===== src/hdl/uart_timing_pkg.sv =====
// UART serial timing definitions

package uart_timing_pkg;

   // Data bits per frame
   localparam int data_w = 8;

   // Frame position, also used as the index of the wait tables
   typedef enum logic [3:0] {
      D0    = 4'd0,
      D1    = 4'd1,
      D2    = 4'd2,
      D3    = 4'd3,
      D4    = 4'd4,
      D5    = 4'd5,
      D6    = 4'd6,
      D7    = 4'd7,
      STOP  = 4'd8,
      IDLE  = 4'd14,
      START = 4'd15
   } frame_state_t;

   // Count of 1us ticks within one bit
   typedef logic [3:0] tick_cnt_t;

   // ------------------------------
   // Rx reload values, indexed by D0..STOP
   // A reload of N waits N+1 ticks
   // D0 entry skips the start bit and lands near the D0 centre
   // ------------------------------
   localparam tick_cnt_t rx_wait_tbl [0:8] = '{
      4'd13, 4'd7, 4'd8, 4'd8, 4'd7, 4'd8, 4'd8, 4'd7, 4'd8
   };

   // ------------------------------
   // Tx reload values
   // Entry 0 is START, entries 1..8 are D0..D7, entry 9 is STOP
   // START gets one extra tick to sync to the tick grid
   // ------------------------------
   localparam tick_cnt_t tx_wait_tbl [0:9] = '{
      4'd9, 4'd7, 4'd8, 4'd8, 4'd7, 4'd8, 4'd8, 4'd7, 4'd8, 4'd8
   };

endpackage


===== src/hdl/uart_csr_pkg.sv =====
// UART register map

package uart_csr_pkg;

   // Register address
   typedef logic [1:0] csr_addr_t;

   localparam csr_addr_t csr_addr_data   = 2'd0;
   localparam csr_addr_t csr_addr_status = 2'd1;
   // Addresses 2 and 3 read as zero

   // STATUS layout, rx_valid in bit 0
   typedef struct packed {
      logic [4:0] rsvd;
      logic       tx_busy;
      logic       rx_oflow;
      logic       rx_valid;
   } csr_status_t;

   // Read word, seen as a data byte or as status flags by address
   typedef union packed {
      logic [uart_timing_pkg::data_w-1:0] data;
      csr_status_t                        status;
   } csr_word_u;

endpackage


===== src/hdl/uart_csr.sv =====
// UART register block

`timescale 1ns/1ps

module uart_csr (
   input  logic                               clk,
   input  logic                               arst_n,
   input  uart_csr_pkg::csr_addr_t            csr_addr,
   input  logic                               csr_wr,
   input  logic                               csr_rd,
   input  logic [uart_timing_pkg::data_w-1:0] csr_wdata,
   output logic [uart_timing_pkg::data_w-1:0] csr_rdata,
   input  logic [uart_timing_pkg::data_w-1:0] rx_head,
   input  logic                               rx_empty,
   input  logic                               rx_full,
   input  logic                               rx_push,
   input  logic                               tx_full,
   output logic                               rx_pop,
   output logic                               tx_push,
   output logic [uart_timing_pkg::data_w-1:0] tx_wdata
);

   uart_csr_pkg::csr_word_u rd_word;
   logic                    rx_oflow;
   logic                    sel_data;

   // ------------------------------
   // Address decode
   // ------------------------------
   assign sel_data = (csr_addr == uart_csr_pkg::csr_addr_data);
   // FIFOs drop the strobe when full or empty
   assign tx_push  = csr_wr && sel_data;
   assign rx_pop   = csr_rd && sel_data;
   assign tx_wdata = csr_wdata;

   // Read word per address
   always_comb begin
      rd_word = '0;
      case (csr_addr)
         uart_csr_pkg::csr_addr_data: begin
            rd_word.data = rx_head;
         end
         uart_csr_pkg::csr_addr_status: begin
            rd_word.status.tx_busy  = tx_full;
            rd_word.status.rx_oflow = rx_oflow;
            rd_word.status.rx_valid = !rx_empty;
         end
         default: rd_word = '0;
      endcase
   end

   always_ff @(posedge clk) begin
      if (!arst_n) begin
         rx_oflow  <= 1'b0;
         csr_rdata <= '0;
      end else begin
         // Lost byte, set beats clear-on-read
         if (rx_push && rx_full) begin
            rx_oflow <= 1'b1;
         end else if (rx_pop) begin
            rx_oflow <= 1'b0;
         end
         // Held until the next read
         if (csr_rd) begin
            csr_rdata <= rd_word.data;
         end
      end
   end

   // FIFO strobes only come from the DATA register
   a_data_only: assert property (@(posedge clk) disable iff (!arst_n)
      (rx_pop || tx_push) |-> (csr_addr == uart_csr_pkg::csr_addr_data));

endmodule


===== src/hdl/uart_fifo.sv =====
// Fall-through byte FIFO

`timescale 1ns/1ps

module uart_fifo #(
   parameter int fifo_aw = 4
) (
   input  logic                               clk,
   input  logic                               arst_n,
   input  logic [uart_timing_pkg::data_w-1:0] din,
   input  logic                               push,
   input  logic                               pop,
   output logic [uart_timing_pkg::data_w-1:0] head,
   output logic                               empty,
   output logic                               full
);

   localparam int depth = 2 ** fifo_aw;

   // Byte storage
   logic [uart_timing_pkg::data_w-1:0] mem [depth];

   // Pointers carry one extra wrap bit
   logic [fifo_aw:0] wr_ptr;
   logic [fifo_aw:0] rd_ptr;

   logic do_push;
   logic do_pop;

   // ------------------------------
   // Flags
   // ------------------------------
   assign empty = (wr_ptr == rd_ptr);
   // Same slot on the other lap
   assign full  = (wr_ptr[fifo_aw] != rd_ptr[fifo_aw]) &&
                  (wr_ptr[fifo_aw-1:0] == rd_ptr[fifo_aw-1:0]);

   // Overrun and underrun are dropped here
   assign do_push = push && !full;
   assign do_pop  = pop && !empty;

   // Head is visible without a pop
   assign head = mem[rd_ptr[fifo_aw-1:0]];

   // ------------------------------
   // Pointer update
   // ------------------------------
   always_ff @(posedge clk) begin
      if (!arst_n) begin
         wr_ptr <= '0;
         rd_ptr <= '0;
      end else begin
         if (do_push) begin
            wr_ptr <= wr_ptr + 1'b1;
         end
         if (do_pop) begin
            rd_ptr <= rd_ptr + 1'b1;
         end
      end
   end

   // Write port
   always_ff @(posedge clk) begin
      if (do_push) begin
         mem[wr_ptr[fifo_aw-1:0]] <= din;
      end
   end

endmodule


===== src/hdl/uart_rx.sv =====
// UART receive engine

`timescale 1ns/1ps

module uart_rx (
   input  logic                               clk,
   input  logic                               arst_n,
   input  logic                               tick_1us,
   input  logic                               uart_rx,
   output logic [uart_timing_pkg::data_w-1:0] rx_byte,
   output logic                               rx_push
);

   uart_timing_pkg::frame_state_t rx_state;
   uart_timing_pkg::tick_cnt_t    rx_cnt;

   // Two-flop synchronizer for the serial input
   logic rx_meta;
   logic rx_line;

   logic rx_next;
   logic rx_is_data;

   always_ff @(posedge clk) begin
      if (!arst_n) begin
         rx_meta <= 1'b1;
         rx_line <= 1'b1;
      end else begin
         rx_meta <= uart_rx;
         rx_line <= rx_meta;
      end
   end

   // Sample point, count exhausted on a tick
   assign rx_next    = tick_1us && (rx_cnt == '0);
   // D0..D7 have the top state bit clear
   assign rx_is_data = (rx_state[3] == 1'b0);
   // Byte is complete at the stop bit centre, stop value not checked
   assign rx_push    = rx_next && (rx_state == uart_timing_pkg::STOP);

   // ------------------------------
   // Frame FSM
   // ------------------------------
   always_ff @(posedge clk) begin
      if (!arst_n) begin
         rx_state <= uart_timing_pkg::IDLE;
         rx_cnt   <= '0;
      end else begin
         // Count ticks down while in a frame
         if (tick_1us && (rx_state != uart_timing_pkg::IDLE)) begin
            rx_cnt <= uart_timing_pkg::tick_cnt_t'(rx_cnt - 1'b1);
         end

         case (rx_state)
            // Falling edge starts a frame
            // Start bit is skipped, D0 wait covers it
            uart_timing_pkg::IDLE: begin
               rx_cnt <= uart_timing_pkg::rx_wait_tbl[0];
               if (!rx_line) begin
                  rx_state <= uart_timing_pkg::D0;
               end
            end

            uart_timing_pkg::STOP: begin
               if (rx_next) begin
                  rx_state <= uart_timing_pkg::IDLE;
               end
            end

            // Not used by the receiver
            uart_timing_pkg::START: begin
               rx_state <= uart_timing_pkg::IDLE;
            end

            // Data bits, reload for the following bit
            default: begin
               if (rx_next) begin
                  rx_cnt   <= uart_timing_pkg::rx_wait_tbl[rx_state + 4'd1];
                  rx_state <= uart_timing_pkg::frame_state_t'(rx_state + 4'd1);
               end
            end
         endcase
      end
   end

   // LSB arrives first, so shift in at the MSB
   always_ff @(posedge clk) begin
      if (rx_next && rx_is_data) begin
         rx_byte <= {rx_line, rx_byte[uart_timing_pkg::data_w-1:1]};
      end
   end

   // Push ends the frame
   a_push_in_stop: assert property (@(posedge clk) disable iff (!arst_n)
      rx_push |-> (rx_state == uart_timing_pkg::STOP)
                  ##1 (rx_state == uart_timing_pkg::IDLE));

endmodule


===== src/hdl/uart_tick_gen.sv =====
// Microsecond tick generator

`timescale 1ns/1ps

module uart_tick_gen #(
   parameter int clks_per_us = 250
) (
   input  logic clk,
   input  logic arst_n,
   output logic tick_1us
);

   // Wide enough to hold clks_per_us-1
   localparam int cnt_w = (clks_per_us > 1) ? $clog2(clks_per_us) : 1;

   logic [cnt_w-1:0] cnt;
   logic             wrap;

   // Last clock of the microsecond
   assign wrap = (cnt == cnt_w'(clks_per_us - 1));

   always_ff @(posedge clk) begin
      if (!arst_n) begin
         cnt      <= '0;
         tick_1us <= 1'b0;
      end else begin
         tick_1us <= wrap;
         // Restart the count together with the pulse
         if (wrap) begin
            cnt <= '0;
         end else begin
            cnt <= cnt_w'(cnt + 1'b1);
         end
      end
   end

   // Pulse is a single cycle wide
   a_tick_single: assert property (@(posedge clk) disable iff (!arst_n)
      (clks_per_us > 1) && tick_1us |=> !tick_1us);

endmodule


===== src/hdl/uart_top.sv =====
// UART top level

`timescale 1ns/1ps

module uart_top #(
   parameter int clks_per_us = 250,
   parameter int fifo_aw     = 4
) (
   input  logic                               clk,
   input  logic                               arst_n,
   input  logic                               uart_rx,
   output logic                               uart_tx,
   input  uart_csr_pkg::csr_addr_t            csr_addr,
   input  logic                               csr_wr,
   input  logic [uart_timing_pkg::data_w-1:0] csr_wdata,
   input  logic                               csr_rd,
   output logic [uart_timing_pkg::data_w-1:0] csr_rdata
);

   logic                               tick_1us;

   // Rx path
   logic [uart_timing_pkg::data_w-1:0] rx_byte;
   logic                               rx_push;
   logic [uart_timing_pkg::data_w-1:0] rx_head;
   logic                               rx_empty;
   logic                               rx_full;
   logic                               rx_pop;

   // Tx path
   logic [uart_timing_pkg::data_w-1:0] tx_wdata;
   logic                               tx_push;
   logic [uart_timing_pkg::data_w-1:0] tx_head;
   logic                               tx_empty;
   logic                               tx_full;
   logic                               tx_pop;

   // ------------------------------
   // Shared time base
   // ------------------------------
   uart_tick_gen #(.clks_per_us(clks_per_us)) u_tick_gen (
      .clk      (clk),
      .arst_n   (arst_n),
      .tick_1us (tick_1us)
   );

   // Serial in, bytes into the Rx FIFO
   uart_rx u_rx (
      .clk      (clk),
      .arst_n   (arst_n),
      .tick_1us (tick_1us),
      .uart_rx  (uart_rx),
      .rx_byte  (rx_byte),
      .rx_push  (rx_push)
   );

   uart_fifo #(.fifo_aw(fifo_aw)) u_rx_fifo (
      .clk    (clk),
      .arst_n (arst_n),
      .din    (rx_byte),
      .push   (rx_push),
      .pop    (rx_pop),
      .head   (rx_head),
      .empty  (rx_empty),
      .full   (rx_full)
   );

   // Register writes into the Tx FIFO
   uart_fifo #(.fifo_aw(fifo_aw)) u_tx_fifo (
      .clk    (clk),
      .arst_n (arst_n),
      .din    (tx_wdata),
      .push   (tx_push),
      .pop    (tx_pop),
      .head   (tx_head),
      .empty  (tx_empty),
      .full   (tx_full)
   );

   uart_tx u_tx (
      .clk      (clk),
      .arst_n   (arst_n),
      .tick_1us (tick_1us),
      .tx_head  (tx_head),
      .tx_empty (tx_empty),
      .uart_tx  (uart_tx),
      .tx_pop   (tx_pop)
   );

   // ------------------------------
   // Software view
   // ------------------------------
   uart_csr u_csr (
      .clk       (clk),
      .arst_n    (arst_n),
      .csr_addr  (csr_addr),
      .csr_wr    (csr_wr),
      .csr_rd    (csr_rd),
      .csr_wdata (csr_wdata),
      .csr_rdata (csr_rdata),
      .rx_head   (rx_head),
      .rx_empty  (rx_empty),
      .rx_full   (rx_full),
      .rx_push   (rx_push),
      .tx_full   (tx_full),
      .rx_pop    (rx_pop),
      .tx_push   (tx_push),
      .tx_wdata  (tx_wdata)
   );

endmodule


===== src/hdl/uart_tx.sv =====
// UART transmit engine

`timescale 1ns/1ps

module uart_tx (
   input  logic                               clk,
   input  logic                               arst_n,
   input  logic                               tick_1us,
   input  logic [uart_timing_pkg::data_w-1:0] tx_head,
   input  logic                               tx_empty,
   output logic                               uart_tx,
   output logic                               tx_pop
);

   uart_timing_pkg::frame_state_t tx_state;
   uart_timing_pkg::tick_cnt_t    tx_cnt;

   logic tx_next;

   // Bit edge, count exhausted on a tick
   assign tx_next = tick_1us && (tx_cnt == '0);
   // Byte leaves the FIFO only once the stop bit is done
   assign tx_pop  = tx_next && (tx_state == uart_timing_pkg::STOP);

   // ------------------------------
   // Frame FSM
   // ------------------------------
   always_ff @(posedge clk) begin
      if (!arst_n) begin
         tx_state <= uart_timing_pkg::IDLE;
         tx_cnt   <= '0;
         // Line idles high
         uart_tx  <= 1'b1;
      end else begin
         // Count ticks down while in a frame
         if (tick_1us && (tx_state != uart_timing_pkg::IDLE)) begin
            tx_cnt <= uart_timing_pkg::tick_cnt_t'(tx_cnt - 1'b1);
         end

         case (tx_state)
            // Start as soon as the FIFO holds a byte
            uart_timing_pkg::IDLE: begin
               uart_tx <= 1'b1;
               tx_cnt  <= uart_timing_pkg::tx_wait_tbl[0];
               if (!tx_empty) begin
                  tx_state <= uart_timing_pkg::START;
               end
            end

            // First tick pulls the line low
            // Start bit then runs for its full wait
            uart_timing_pkg::START: begin
               if (tick_1us) begin
                  uart_tx <= 1'b0;
                  if (tx_cnt == '0) begin
                     uart_tx  <= tx_head[0];
                     tx_cnt   <= uart_timing_pkg::tx_wait_tbl[1];
                     tx_state <= uart_timing_pkg::D0;
                  end
               end
            end

            // Stop bit already on the line
            uart_timing_pkg::STOP: begin
               if (tx_next) begin
                  tx_state <= uart_timing_pkg::IDLE;
               end
            end

            // Data bits, next bit or stop after D7
            default: begin
               if (tx_next) begin
                  if (tx_state == uart_timing_pkg::D7) begin
                     uart_tx <= 1'b1;
                  end else begin
                     uart_tx <= tx_head[tx_state[2:0] + 3'd1];
                  end
                  // Table entry k+1 belongs to Dk, so the next bit is k+2
                  tx_cnt   <= uart_timing_pkg::tx_wait_tbl[tx_state + 4'd2];
                  tx_state <= uart_timing_pkg::frame_state_t'(tx_state + 4'd1);
               end
            end
         endcase
      end
   end

   // FIFO keeps the byte in flight until the frame ends
   a_head_held: assert property (@(posedge clk) disable iff (!arst_n)
      (tx_state != uart_timing_pkg::IDLE) |-> !tx_empty);

endmodule


===== config.mk =====
export PLATFORM = sky130hd
export DESIGN_NAME = uart_top
export DESIGN_NICKNAME = d
export VERILOG_FILES = /design/src/hdl/uart_timing_pkg.sv /design/src/hdl/uart_csr_pkg.sv /design/src/hdl/uart_csr.sv /design/src/hdl/uart_fifo.sv /design/src/hdl/uart_rx.sv /design/src/hdl/uart_tick_gen.sv /design/src/hdl/uart_top.sv /design/src/hdl/uart_tx.sv
export SDC_FILE = /design/constraint.sdc
export NUM_CORES = 1
export LEC_CHECK = 0
export ABC_CLOCK_PERIOD_IN_PS = 2600
export BUFFER_PORTS_ARGS = -buffer_cell sky130_fd_sc_hd__buf_2
export CAP_MARGIN = 25
export CORE_MARGIN = 3
export CORE_UTILIZATION = 30
export DETAILED_ROUTE_END_ITERATION = 6
export PLACE_DENSITY = 0.54
export SLEW_MARGIN = 40
export SYNTH_ARGS = -nofsm -noshare
export SYNTH_HDL_FRONTEND = slang
export SYNTH_HIERARCHICAL = 1
export SYNTH_SLANG_ARGS = --single-unit

===== constraint.sdc =====
create_clock -name clk -period 2.6 [get_ports clk]
set_clock_uncertainty 0.05 [all_clocks]
set_input_delay 0.78 -clock clk [delete_from_list [all_inputs] [get_ports clk]]
set_output_delay 0.78 -clock clk [all_outputs]
set_load 0.005 [all_outputs]

==> metrics, run 1 <==
outcome complete, but fails checks; count of pins over their slew limit 0; placed inst area 0.0154 mm2; Pre-antenna DRT Iters 5; Rel. slew slack 0.610; Die X 224 um; share of Yosys cell area claimed by the top area cell type 0.556; initial antenna violation count 0; FFs w/ async S/R, synth 0; die area 0.0502 mm2; Routed Antenna Nets 0; most used flip-flop cell after synthesis edfxtp_1; area leader, netlist edfxtp_1; largest net degree at the start of global routing 33; crit end category flop; row count 79; Worst Hold Path EP u_rx/rx_line; Vias 7649; Yosys cell types 64; final worst path period need roughly 2.7 ns; grt total ovfl 0; reg2reg setup slack -0.14 ns; H-tree Lvls 2; Die H 224 um; max-cap violation count 0; mean area per synthesized cell 16.6 um2; Nets 965; Synth warnings 6; RSZ-0062 raised after global routing true; Worst Min Path Start u_rx/rx_meta; FF+latch count, synth 329; most common cell after layout, fill and taps aside edfxtp_1; PwrDens 748 mW/mm2; failing checks setup timing; final hold slack ~0.36 ns; Worst Hold Depth 1; top cells by area, synth edfxtp_1 56%, dfxtp_1 9.1%, mux4_1 7.6%; wire per inst about 19 um; 1st-iter DRT viols 657; clock buffer depth 3; post-route cell area 0.0166 mm2; FMAX 0.365 GHz; commonest cells after routing, fill and taps aside 264 x edfxtp_1, 63 x dfxtp_1, 51 x mux4_2, 41 x nand2_1; placed insts 1495; critical path type flop to flop; # port buffers 23; HP Class flop to flop; Slew @ Worst Pin 0.581 ns; Tcrit/Tclk final 1.05; CTS sink cnt 329; CTS Buf Count 35; vias in the first global route 7560; Final Util 0.355; GPL Wtd Cong 0.749; R2R cell count 7; post-route DRC violation count 0; Starting Density 0.305; Root Buffer clkbuf_16; Fin. Hold Viols 0; Cells after Synth 857; Worst-path clk slew 0.06 ns; share of layout cells above drive strength 1 0.213; clock latency on the worst-skew pair 0.51 ns; Critical Path RT 2.95 ns; Worst Path Arrival 3.09 ns; r2r endpoint u_tx/uart_tx; Final setup viols 1; synthesized cell area approximately 0.014 mm2; Antenna Cells 0; Post-synth EDFFs 264; Total Routing Usage GR 0.119; CTS tree built; first-pass GRT wire length 46200 um; # hold bufs at CTS 0; Synth Net Count a little under 900; Core ar. 0.0468 mm2; placed wire-length estimate around 19000 um; Synth-to-Final Area Change 16.5%; Seq/Total Area, Yosys 0.647; startpoint types flop; setup slack after layout -0.138 ns; Vias/cell 4.91; peak supply drop 0.322 mV; non-filler cells, final 1559; IO Pins 24; DP Worst Slack -0.207 ns; wirelength, routed 29700 um; CP max FO 8; Pleak 0.00551 uW
flip-flops by register name, indices dropped and copies added, names as in the netlist, named ones only:
register,count
u_tx/uart_tx,1
u_tick_gen/cnt,8
u_tx_fifo/mem,128
u_rx/rx_state,4
u_tick_gen/tick_1us,1
u_rx/rx_line,1
u_rx_fifo/wr_ptr,5
u_tx/tx_state,4
u_rx/rx_meta,1
u_tx_fifo/wr_ptr,5
u_csr/rx_oflow,1
u_tx/tx_cnt,4
u_rx_fifo/mem,128
u_rx_fifo/rd_ptr,5
u_tx_fifo/rd_ptr,5
u_rx/rx_cnt,4
u_csr/csr_rdata,8
u_rx/rx_byte,8
logic make-up (layout without fill, tap and decap cells):
kind of cell | count (synthesis) | count (layout) | share of synthesized area
flip-flops | 329 | 329 | 0.647
AO/OA/AOI/OAI | 100 | 100 | 0.0482
adder cells (fa/ha/maj) | 23 | 23 | 0.0202
AND/OR/NAND/NOR | 196 | 196 | 0.0780
XOR/XNOR | 26 | 26 | 0.0165
multiplexers | 105 | 105 | 0.157
buffers and inverters | 78 | 173 | 0.0326
power breakdown:
| part | leakage, uW | switching, uW | internal (uW) |
|---|---|---|---|
| Combinational | 0.00205 | 952 | 698 |
| Sequential | 0.00290 | 158 | 5760 |
| Clock | 0.000555 | 1940 | 2920 |
| Total | 0.00551 | 3050 | 9380 |
worst max-delay path by stage:
stage / to / cells past startpoint
after global placement: u_tx/uart_tx / 7
after global routing: u_tx/uart_tx / 8
after detailed placement: u_tx/uart_tx / 7
final: u_tx/uart_tx / 7
after floorplan: u_tx/uart_tx / 8
after CTS: u_tx/uart_tx / 7
per-stage QoR:
step                      setup TNS, ns  total power (uW)
after floorplan                 -0.0108              7300
after global placement           -0.200              7650
after detailed placement         -0.207              7660
after CTS                        -0.136             12600
after global routing             -0.253             13000
final                            -0.138             12400
cells in the mapped netlist, types with 5 or more instances:
library cell	n
nor2b_1	6
and3_1	30
buf_4	14
o211ai_1	21
nand3_1	27
mux2i_1	20
nand3b_1	5
nand2_1	41
mux4_1	41
xor2_1	7
clkbuf_1	9
edfxtp_1	264
buf_2	13
xnor2_1	18
mux4_2	42
nand4_1	13
nand2b_1	8
o21ai_0	19
a21oi_1	19
ha_1	23
a22o_1	6
nor4_1	5
a31oi_1	5
inv_1	28
nor3_1	7
nor2_1	23
dfxtp_1	65
buf_6	5
or4_1	5
metal layers:
| layer | up-vias | share of wire | wire, um | GRT usage |
|---|---|---|---|---|
| met1 | 3890 | 0.49 | 14700 | 0.180 |
| met2 | 165 | 0.45 | 13200 | 0.178 |
| met5 | - | 0 | 0 | 0 |
| met3 | 28 | 0.046 | 1380 | 0.0211 |
| met4 | 0 | 0.015 | 444 | 0.0305 |
| li1 | 3566 | - | - | - |
worst max-delay path, stage by stage, from the launching register on:
cell      delay [ns]
dfxtp_4         0.41
buf_12          0.15
mux4_1          0.56
mux4_2          0.54
mux4_2          0.50
nor3_2          0.11
o311ai_1        0.12
o21a_1          0.18
cell type report:
type	count	area (um2)
inverter	28	105
clock inverter	12	110
clock buffer	50	1020
tap	607	759
sequential	329	9230
multi-input combinational	450	4550
timing repair buffer	83	848
fill	4379	30100
what timing repair did:
item	CTS	global route
setup buffers	1	0
endpoints found under the setup margin	1	1
resized for setup	11	1
cloned	1	0
pin swaps	2	0
No activity file was read; power rests on OpenSTA's default activity.
==> run 2, diff against run 1 <==
Settings changed: CTS_BUF_LIST set to sky130_fd_sc_hd__clkbuf_16.
==> run 2 against run 1 <==
Compared with the run above: the run still ends with setup timing left; first-iteration DRC count down 1.8%; critical path depth unchanged; die area unchanged; critical endpoint unchanged; largest power group unchanged.
==> metrics, run 2 (synthesized netlist as in run 1, its figures left out) <==
commonest cells after routing, fill and taps aside 264 x edfxtp_1, 63 x dfxtp_1, 51 x mux4_2, 41 x nand2_1; Power Total 12300 uW (-0.78%); FMAX 0.366 GHz (+0.15%); final hold slack 0.355 ns (unchanged); final worst path period need 2.73 ns (-0.00400 ns); Rel. slew slack 0.611 (+0.00147); outcome complete, but fails checks; failing checks setup timing; Worst Path Arrival 3.09 ns (about the same); Final setup viols 1 (unchanged); crit end category flop; Pre-antenna DRT Iters 5 (unchanged); Worst-path clk slew 0.06 ns (about the same); peak supply drop 0.323 mV (+0.20%); grt total ovfl 0 (unchanged); Filler cells 4381 (+0.046%); Die H 224 um (unchanged); vias in the first global route 7560 (unchanged); HP Class flop to flop; Die X 224 um (unchanged); startpoint types flop; critical path type flop to flop; Clk network pwr share 0.386 (-0.005); clock buffer depth 3 (unchanged); sw frac 0.247 (+0.00212); Pleak 0.00554 uW (+0.55%); reg2reg setup slack -0.13 ns (about the same); initial antenna violation count 0 (unchanged); PwrDens 743 mW/mm2 (-0.66%); Flop pwr share 0.480 (+0.004); # port buffers 23 (unchanged); Total Routing Usage GR 0.119 (unchanged); Core ar. 0.0468 mm2 (unchanged); combinational power share 0.134 (about the same); Synth-to-Final Area Change 16.4%; Tcrit/Tclk final 1.05 (-0.00154); Worst Min Path Start u_rx/rx_meta; CTS sink cnt 329 (unchanged); most common cell after layout, fill and taps aside edfxtp_1; max-cap violation count 0 (unchanged); r2r endpoint u_tx/uart_tx; Final Util 0.355 (-0.000428); die area 0.0502 mm2 (unchanged); Antenna Cells 0 (unchanged); Routed Antenna Nets 0 (unchanged); share of layout cells above drive strength 1 0.211 (-0.00210); 1st-iter DRT viols 645 (-1.8%); largest net degree at the start of global routing 33 (unchanged); first-pass GRT wire length 46200 um (unchanged); Root Buffer clkbuf_16; Worst Hold Path EP u_rx/rx_line; CTS tree built; CP max FO 8 (unchanged); Starting Density 0.305 (unchanged); post-route DRC violation count 0 (unchanged); Worst Hold Depth 1 (unchanged); TNS Setup -0.134 ns (+0.00400 ns); RSZ-0062 raised after global routing true; Fin. Hold Viols 0 (unchanged); Internal Power 9280 uW (-1.1%); wirelength, routed 29700 um (about the same); row count 79 (unchanged); IO Pins 24 (unchanged); clock latency on the worst-skew pair 0.51 ns (about the same); Vias 7661 (+0.16%); setup slack after layout -0.134 ns (+0.00400 ns); P_sw 3050 uW (about the same); GPL Wtd Cong 0.749 (unchanged); Critical Path RT 2.95 ns (about the same); Vias/cell 4.91 (+0.16%); H-tree Lvls 2 (unchanged); R2R cell count 7 (unchanged); count of pins over their slew limit 0 (unchanged); CTS Buf Count 35 (unchanged); wire per inst 19.1 um (about the same); Nets 965 (unchanged); placed wire-length estimate 19400 um (unchanged); Slew @ Worst Pin 0.577 ns (-0.00384 ns)
-- run 2: changes by cell type in the layout (fill, tap and decap cells not counted) --
cell	delta
clkbuf_1	-10
inv_1	+10
clkinv_1	+2
clkbuf_8	-2
-- run 2: worst max path at each step --
stage                     from           end  slack [ns]  depth (start not counted)
after global placement    flop  u_tx/uart_tx       -0.20                          7
after detailed placement  flop  u_tx/uart_tx       -0.21                          7
after global routing      flop  u_tx/uart_tx       -0.25                          8
after CTS                 flop  u_tx/uart_tx       -0.14                          7
after floorplan           flop  u_tx/uart_tx       -0.01                          8
final                     flop  u_tx/uart_tx       -0.13                          7
-- run 2: final cells by class --
| cell class | instances | area [um2] | area share |
|---|---|---|---|
| Sequential cell | 329 | 9230 | 0.556 |
| Multi-Input combinational cell | 450 | 4550 | 0.274 |
| Clock buffer | 38 | 951 | 0.0573 |
| Timing Repair Buffer | 83 | 848 | 0.0511 |
| Tap cell | 607 | 759 | 0.0458 |
| Clock inverter | 24 | 155 | 0.00935 |
| Inverter | 28 | 105 | 0.00633 |
-- run 2: layer usage --
metal / up-vias / share of wire / global-route usage
met3: 28 / 0.048 / 0.0211
met1: 3889 / 0.49 / 0.180
li1: 3567 / - / -
met2: 177 / 0.45 / 0.178
met4: 0 / 0.015 / 0.0305
met5: - / 0 / 0
-- run 2: critical path, stage by stage, from the launching register on --
cell and delay [ns]:
dfxtp_4 0.41, buf_12 0.15, mux4_1 0.56, mux4_2 0.54, mux4_2 0.50, nor3_2 0.11
o311ai_1 0.12, o21a_1 0.18
-- run 2: through the flow --
step	setup WS, ns	area [um2]	std cells
6_report	-0.134	16600	1559
5_1_grt	-0.253	16600	1559
4_1_cts	-0.136	16600	1559
3_5_place_dp	-0.207	15400	1495
3_3_place_gp	-0.200	15400	1495
2_1_floorplan	-0.0108	14300	857
-- run 2: power by group through the flow --
stage	logic, uW	clock network, uW	registers, uW
after global placement	1620	0	6030
after floorplan	1330	0	5970
after global routing	1860	5130	5940
after CTS	1650	4920	5920
after detailed placement	1630	0	6030
final	1650	4760	5920
-- run 2: what timing repair did --
item | in CTS | in global routing
endpoints found under the setup margin | 1 | 1
resized for setup | 11 | 1
buffers inserted | 1 | 0
cloned | 1 | 0
hold buffers | 0 | 0
pin swaps | 2 | 0
==> run 3, diff against run 2 <==
Settings changed: ABC_AREA set to 1.
==> run 3 against run 2 <==
Compared with the run above: combinational power increased by 12%; register-to-register slack gained 0.32 ns; highest routed layer unchanged; first-iteration DRC count is 19% higher; utilization is 0.079 points lower; routed wire length increased by 19%; worst setup slack gained 0.32 ns; the flow now finishes without violations; global-route usage rose by 1.5 points.
==> metrics, run 3 <==
Synth Net Count 1501 (+68%); synthesized cell area 0.0148 mm2 (+3.9%); mean area per synthesized cell 10.1 um2 (-39%); count of pins over their slew limit 0 (unchanged); final hold slack 0.367 ns (+0.0120 ns); Final setup viols 0 (-1); Rel. slew slack 0.516 (-0.0958); Core ar. 0.0482 mm2 (+3.2%); initial antenna violation count 0 (unchanged); top cells by count, synth 264 x edfxtp_1, 254 x nand2_1, 203 x inv_1, 144 x nand3_1, 105 x a21oi_1; first-pass GRT wire length 55300 um (+20%); Vias 10100 (+32%); Filler cells 4895 (+12%); Pleak 0.00647 uW (+17%); Worst Hold Depth 1 (unchanged); 1st-iter DRT viols 767 (+19%); startpoint types flop; R2R cell count 12 (+5); Power Total 12700 uW (+3.3%); count leader, synth edfxtp_1; Cells after Synth 1463 (+71%); # port buffers 23 (unchanged); H-tree Lvls 2 (unchanged); die area 0.0521 mm2 (+3.8%); FF+latch count, synth 329 (unchanged); PwrDens 746 mW/mm2 (+0.37%); Worst-path clk slew 0.06 ns (about the same); Final Util 0.354 (-0.000792); CTS tree built; CTS Buf Count 38 (+8.6%); CTS sink cnt 329 (unchanged); TNS Setup 0 ns (+0.134 ns); reg2reg setup slack 0.19 ns (+0.32 ns); wirelength, routed 35400 um (+19%); Starting Density 0.307 (+0.00197); Total Routing Usage GR 0.134 (+0.0151); row count 80 (+1.3%); Fin. Hold Viols 0 (unchanged); clock buffer depth 3 (unchanged); FFs w/ async S/R, synth 0 (unchanged); Nets 1559 (+62%); FF+latch area 0.00924 mm2 (about the same); Tcrit/Tclk final 0.928 (-0.124); wire per inst 16.1 um (-16%); peak supply drop 0.525 mV (+63%); Worst Path Arrival 2.61 ns (-0.48 ns); Critical Path RT 2.80 ns (-0.15 ns); top cells by area, synth edfxtp_1 54%, dfxtp_1 8.8%, nand2_1 6.4%; GPL Wtd Cong 0.836 (+12%); post-route DRC violation count 0 (unchanged); Post-synth EDFFs 264 (unchanged); grt total ovfl 0 (unchanged); Die X 228 um (+1.9%); max-cap violation count 0 (unchanged); Synth-to-Final Area Change 15.4%; r2r endpoint u_rx_fifo/mem[2][1]; critical path type flop to flop; Worst Min Path Start u_rx/rx_meta; most common cell after layout, fill and taps aside edfxtp_1; IO Pins 24 (unchanged); Seq/Total Area, Yosys 0.623 (-0.0240); Yosys cell types 38 (-41%); Pre-antenna DRT Iters 7 (+2); Worst Hold Path EP u_rx/rx_line; Routed Antenna Nets 0 (unchanged); RSZ-0062 raised after global routing true; Synth warnings 6 (unchanged); most used flip-flop cell after synthesis edfxtp_1; CP max FO 8 (unchanged); largest net degree at the start of global routing 65 (+97%); final worst path period need 2.41 ns (-0.321 ns); clock latency on the worst-skew pair 0.54 ns (+0.03 ns); vias in the first global route 9852 (+30%); commonest cells after routing, fill and taps aside 264 x edfxtp_1, 252 x nand2_1, 212 x inv_1, 144 x nand3_1, 105 x a21oi_1; Vias/cell 4.58 (-6.8%); crit end category flop; share of layout cells above drive strength 1 0.138 (-0.0735); HP Class flop to flop; FMAX 0.414 GHz (+13%); Die H 228 um (+1.9%); Slew @ Worst Pin 0.727 ns (+0.150 ns); placed wire-length estimate 23000 um (+19%); area leader, netlist edfxtp_1; FF-to-FF Start u_rx/rx_cnt[0]; outcome finished clean; area of the multi-input gates 0.00437 mm2 (-3.9%); share of Yosys cell area claimed by the top area cell type 0.535 (-0.0207); Antenna Cells 0 (unchanged); Root Buffer clkbuf_16
==> run 3: layout make-up <==
class	count	area share
Tap cell	656	0.0480
Clock inverter	28	0.0102
Clock buffer	39	0.0571
Sequential cell	329	0.541
Timing Repair Buffer	87	0.0391
Multi-Input combinational cell	841	0.256
Inverter	224	0.0493
==> run 3: report_power, final <==
group | switching [uW] | total (uW) | internal, uW | leakage (uW)
Sequential | 154 | 5910 | 5760 | 0.00290
Clock | 2090 | 4990 | 2900 | 0.000601
Combinational | 1180 | 1840 | 665 | 0.00297
==> run 3: per-stage QoR <==
stage          cell area, um2  instances  setup WS (ns)
2_1_floorplan           14800       1463         0.0121
3_3_place_gp            15800       2127          0.225
3_5_place_dp            15800       2127          0.167
4_1_cts                 17000       2194          0.164
5_1_grt                 17100       2204       -0.00324
6_report                17100       2204          0.187
==> run 3: worst max path at each step <==
stage | slack, ns | end | startpoint | depth (start not counted)
2_1_floorplan | 0.01 | u_rx_fifo/mem[3][0] | u_rx/rx_cnt[0] | 9
3_3_place_gp | 0.22 | u_tx_fifo/mem[9][3] | csr_addr[0] | 8
3_5_place_dp | 0.17 | u_tx_fifo/mem[9][3] | csr_addr[0] | 8
4_1_cts | 0.16 | u_rx_fifo/mem[9][2] | u_rx/rx_cnt[0] | 12
5_1_grt | -0.003 | u_rx_fifo/mem[2][4] | u_rx/rx_cnt[0] | 12
6_report | 0.19 | u_rx_fifo/mem[2][1] | u_rx/rx_cnt[0] | 12
==> run 3: worst max-delay path, stage by stage, from the launching register on <==
cell and delay, ns:
dfxtp_1 0.31, inv_1 0.12, ha_1 0.17, nand2_1 0.08, nor3_4 0.27, inv_2 0.10, nor3_1 0.15, buf_4 0.18
nand2_1 0.07, inv_1 0.11, nand2_1 0.17, nor2_1 0.14, buf_4 0.18
==> run 3: timing repair <==
action / CTS / global route
hold buffers: 0 / 0
endpoints found under the setup margin: 0 / 56
resized for setup: 0 / 2
buffers inserted: 0 / 6
==> run 3: layer usage <==
metal / global-route usage / routed length, um / vias up
li1: - / - / 5053
met1: 0.183 / 16400 / 4734
met2: 0.217 / 16300 / 243
met3: 0.0196 / 1760 / 60
met4: 0.0491 / 926 / 0
met5: 0 / 0 / -
==> run 3: logic make-up after synthesis <==
| group | synth area share |
|---|---|
| buffers and inverters | 0.0824 |
| AOI/OAI and AO/OA | 0.105 |
| xor gates and xnor gates | 0.00532 |
| DFF | 0.623 |
| adders and majority gates | 0.0194 |
| and+or+nand+nor | 0.165 |
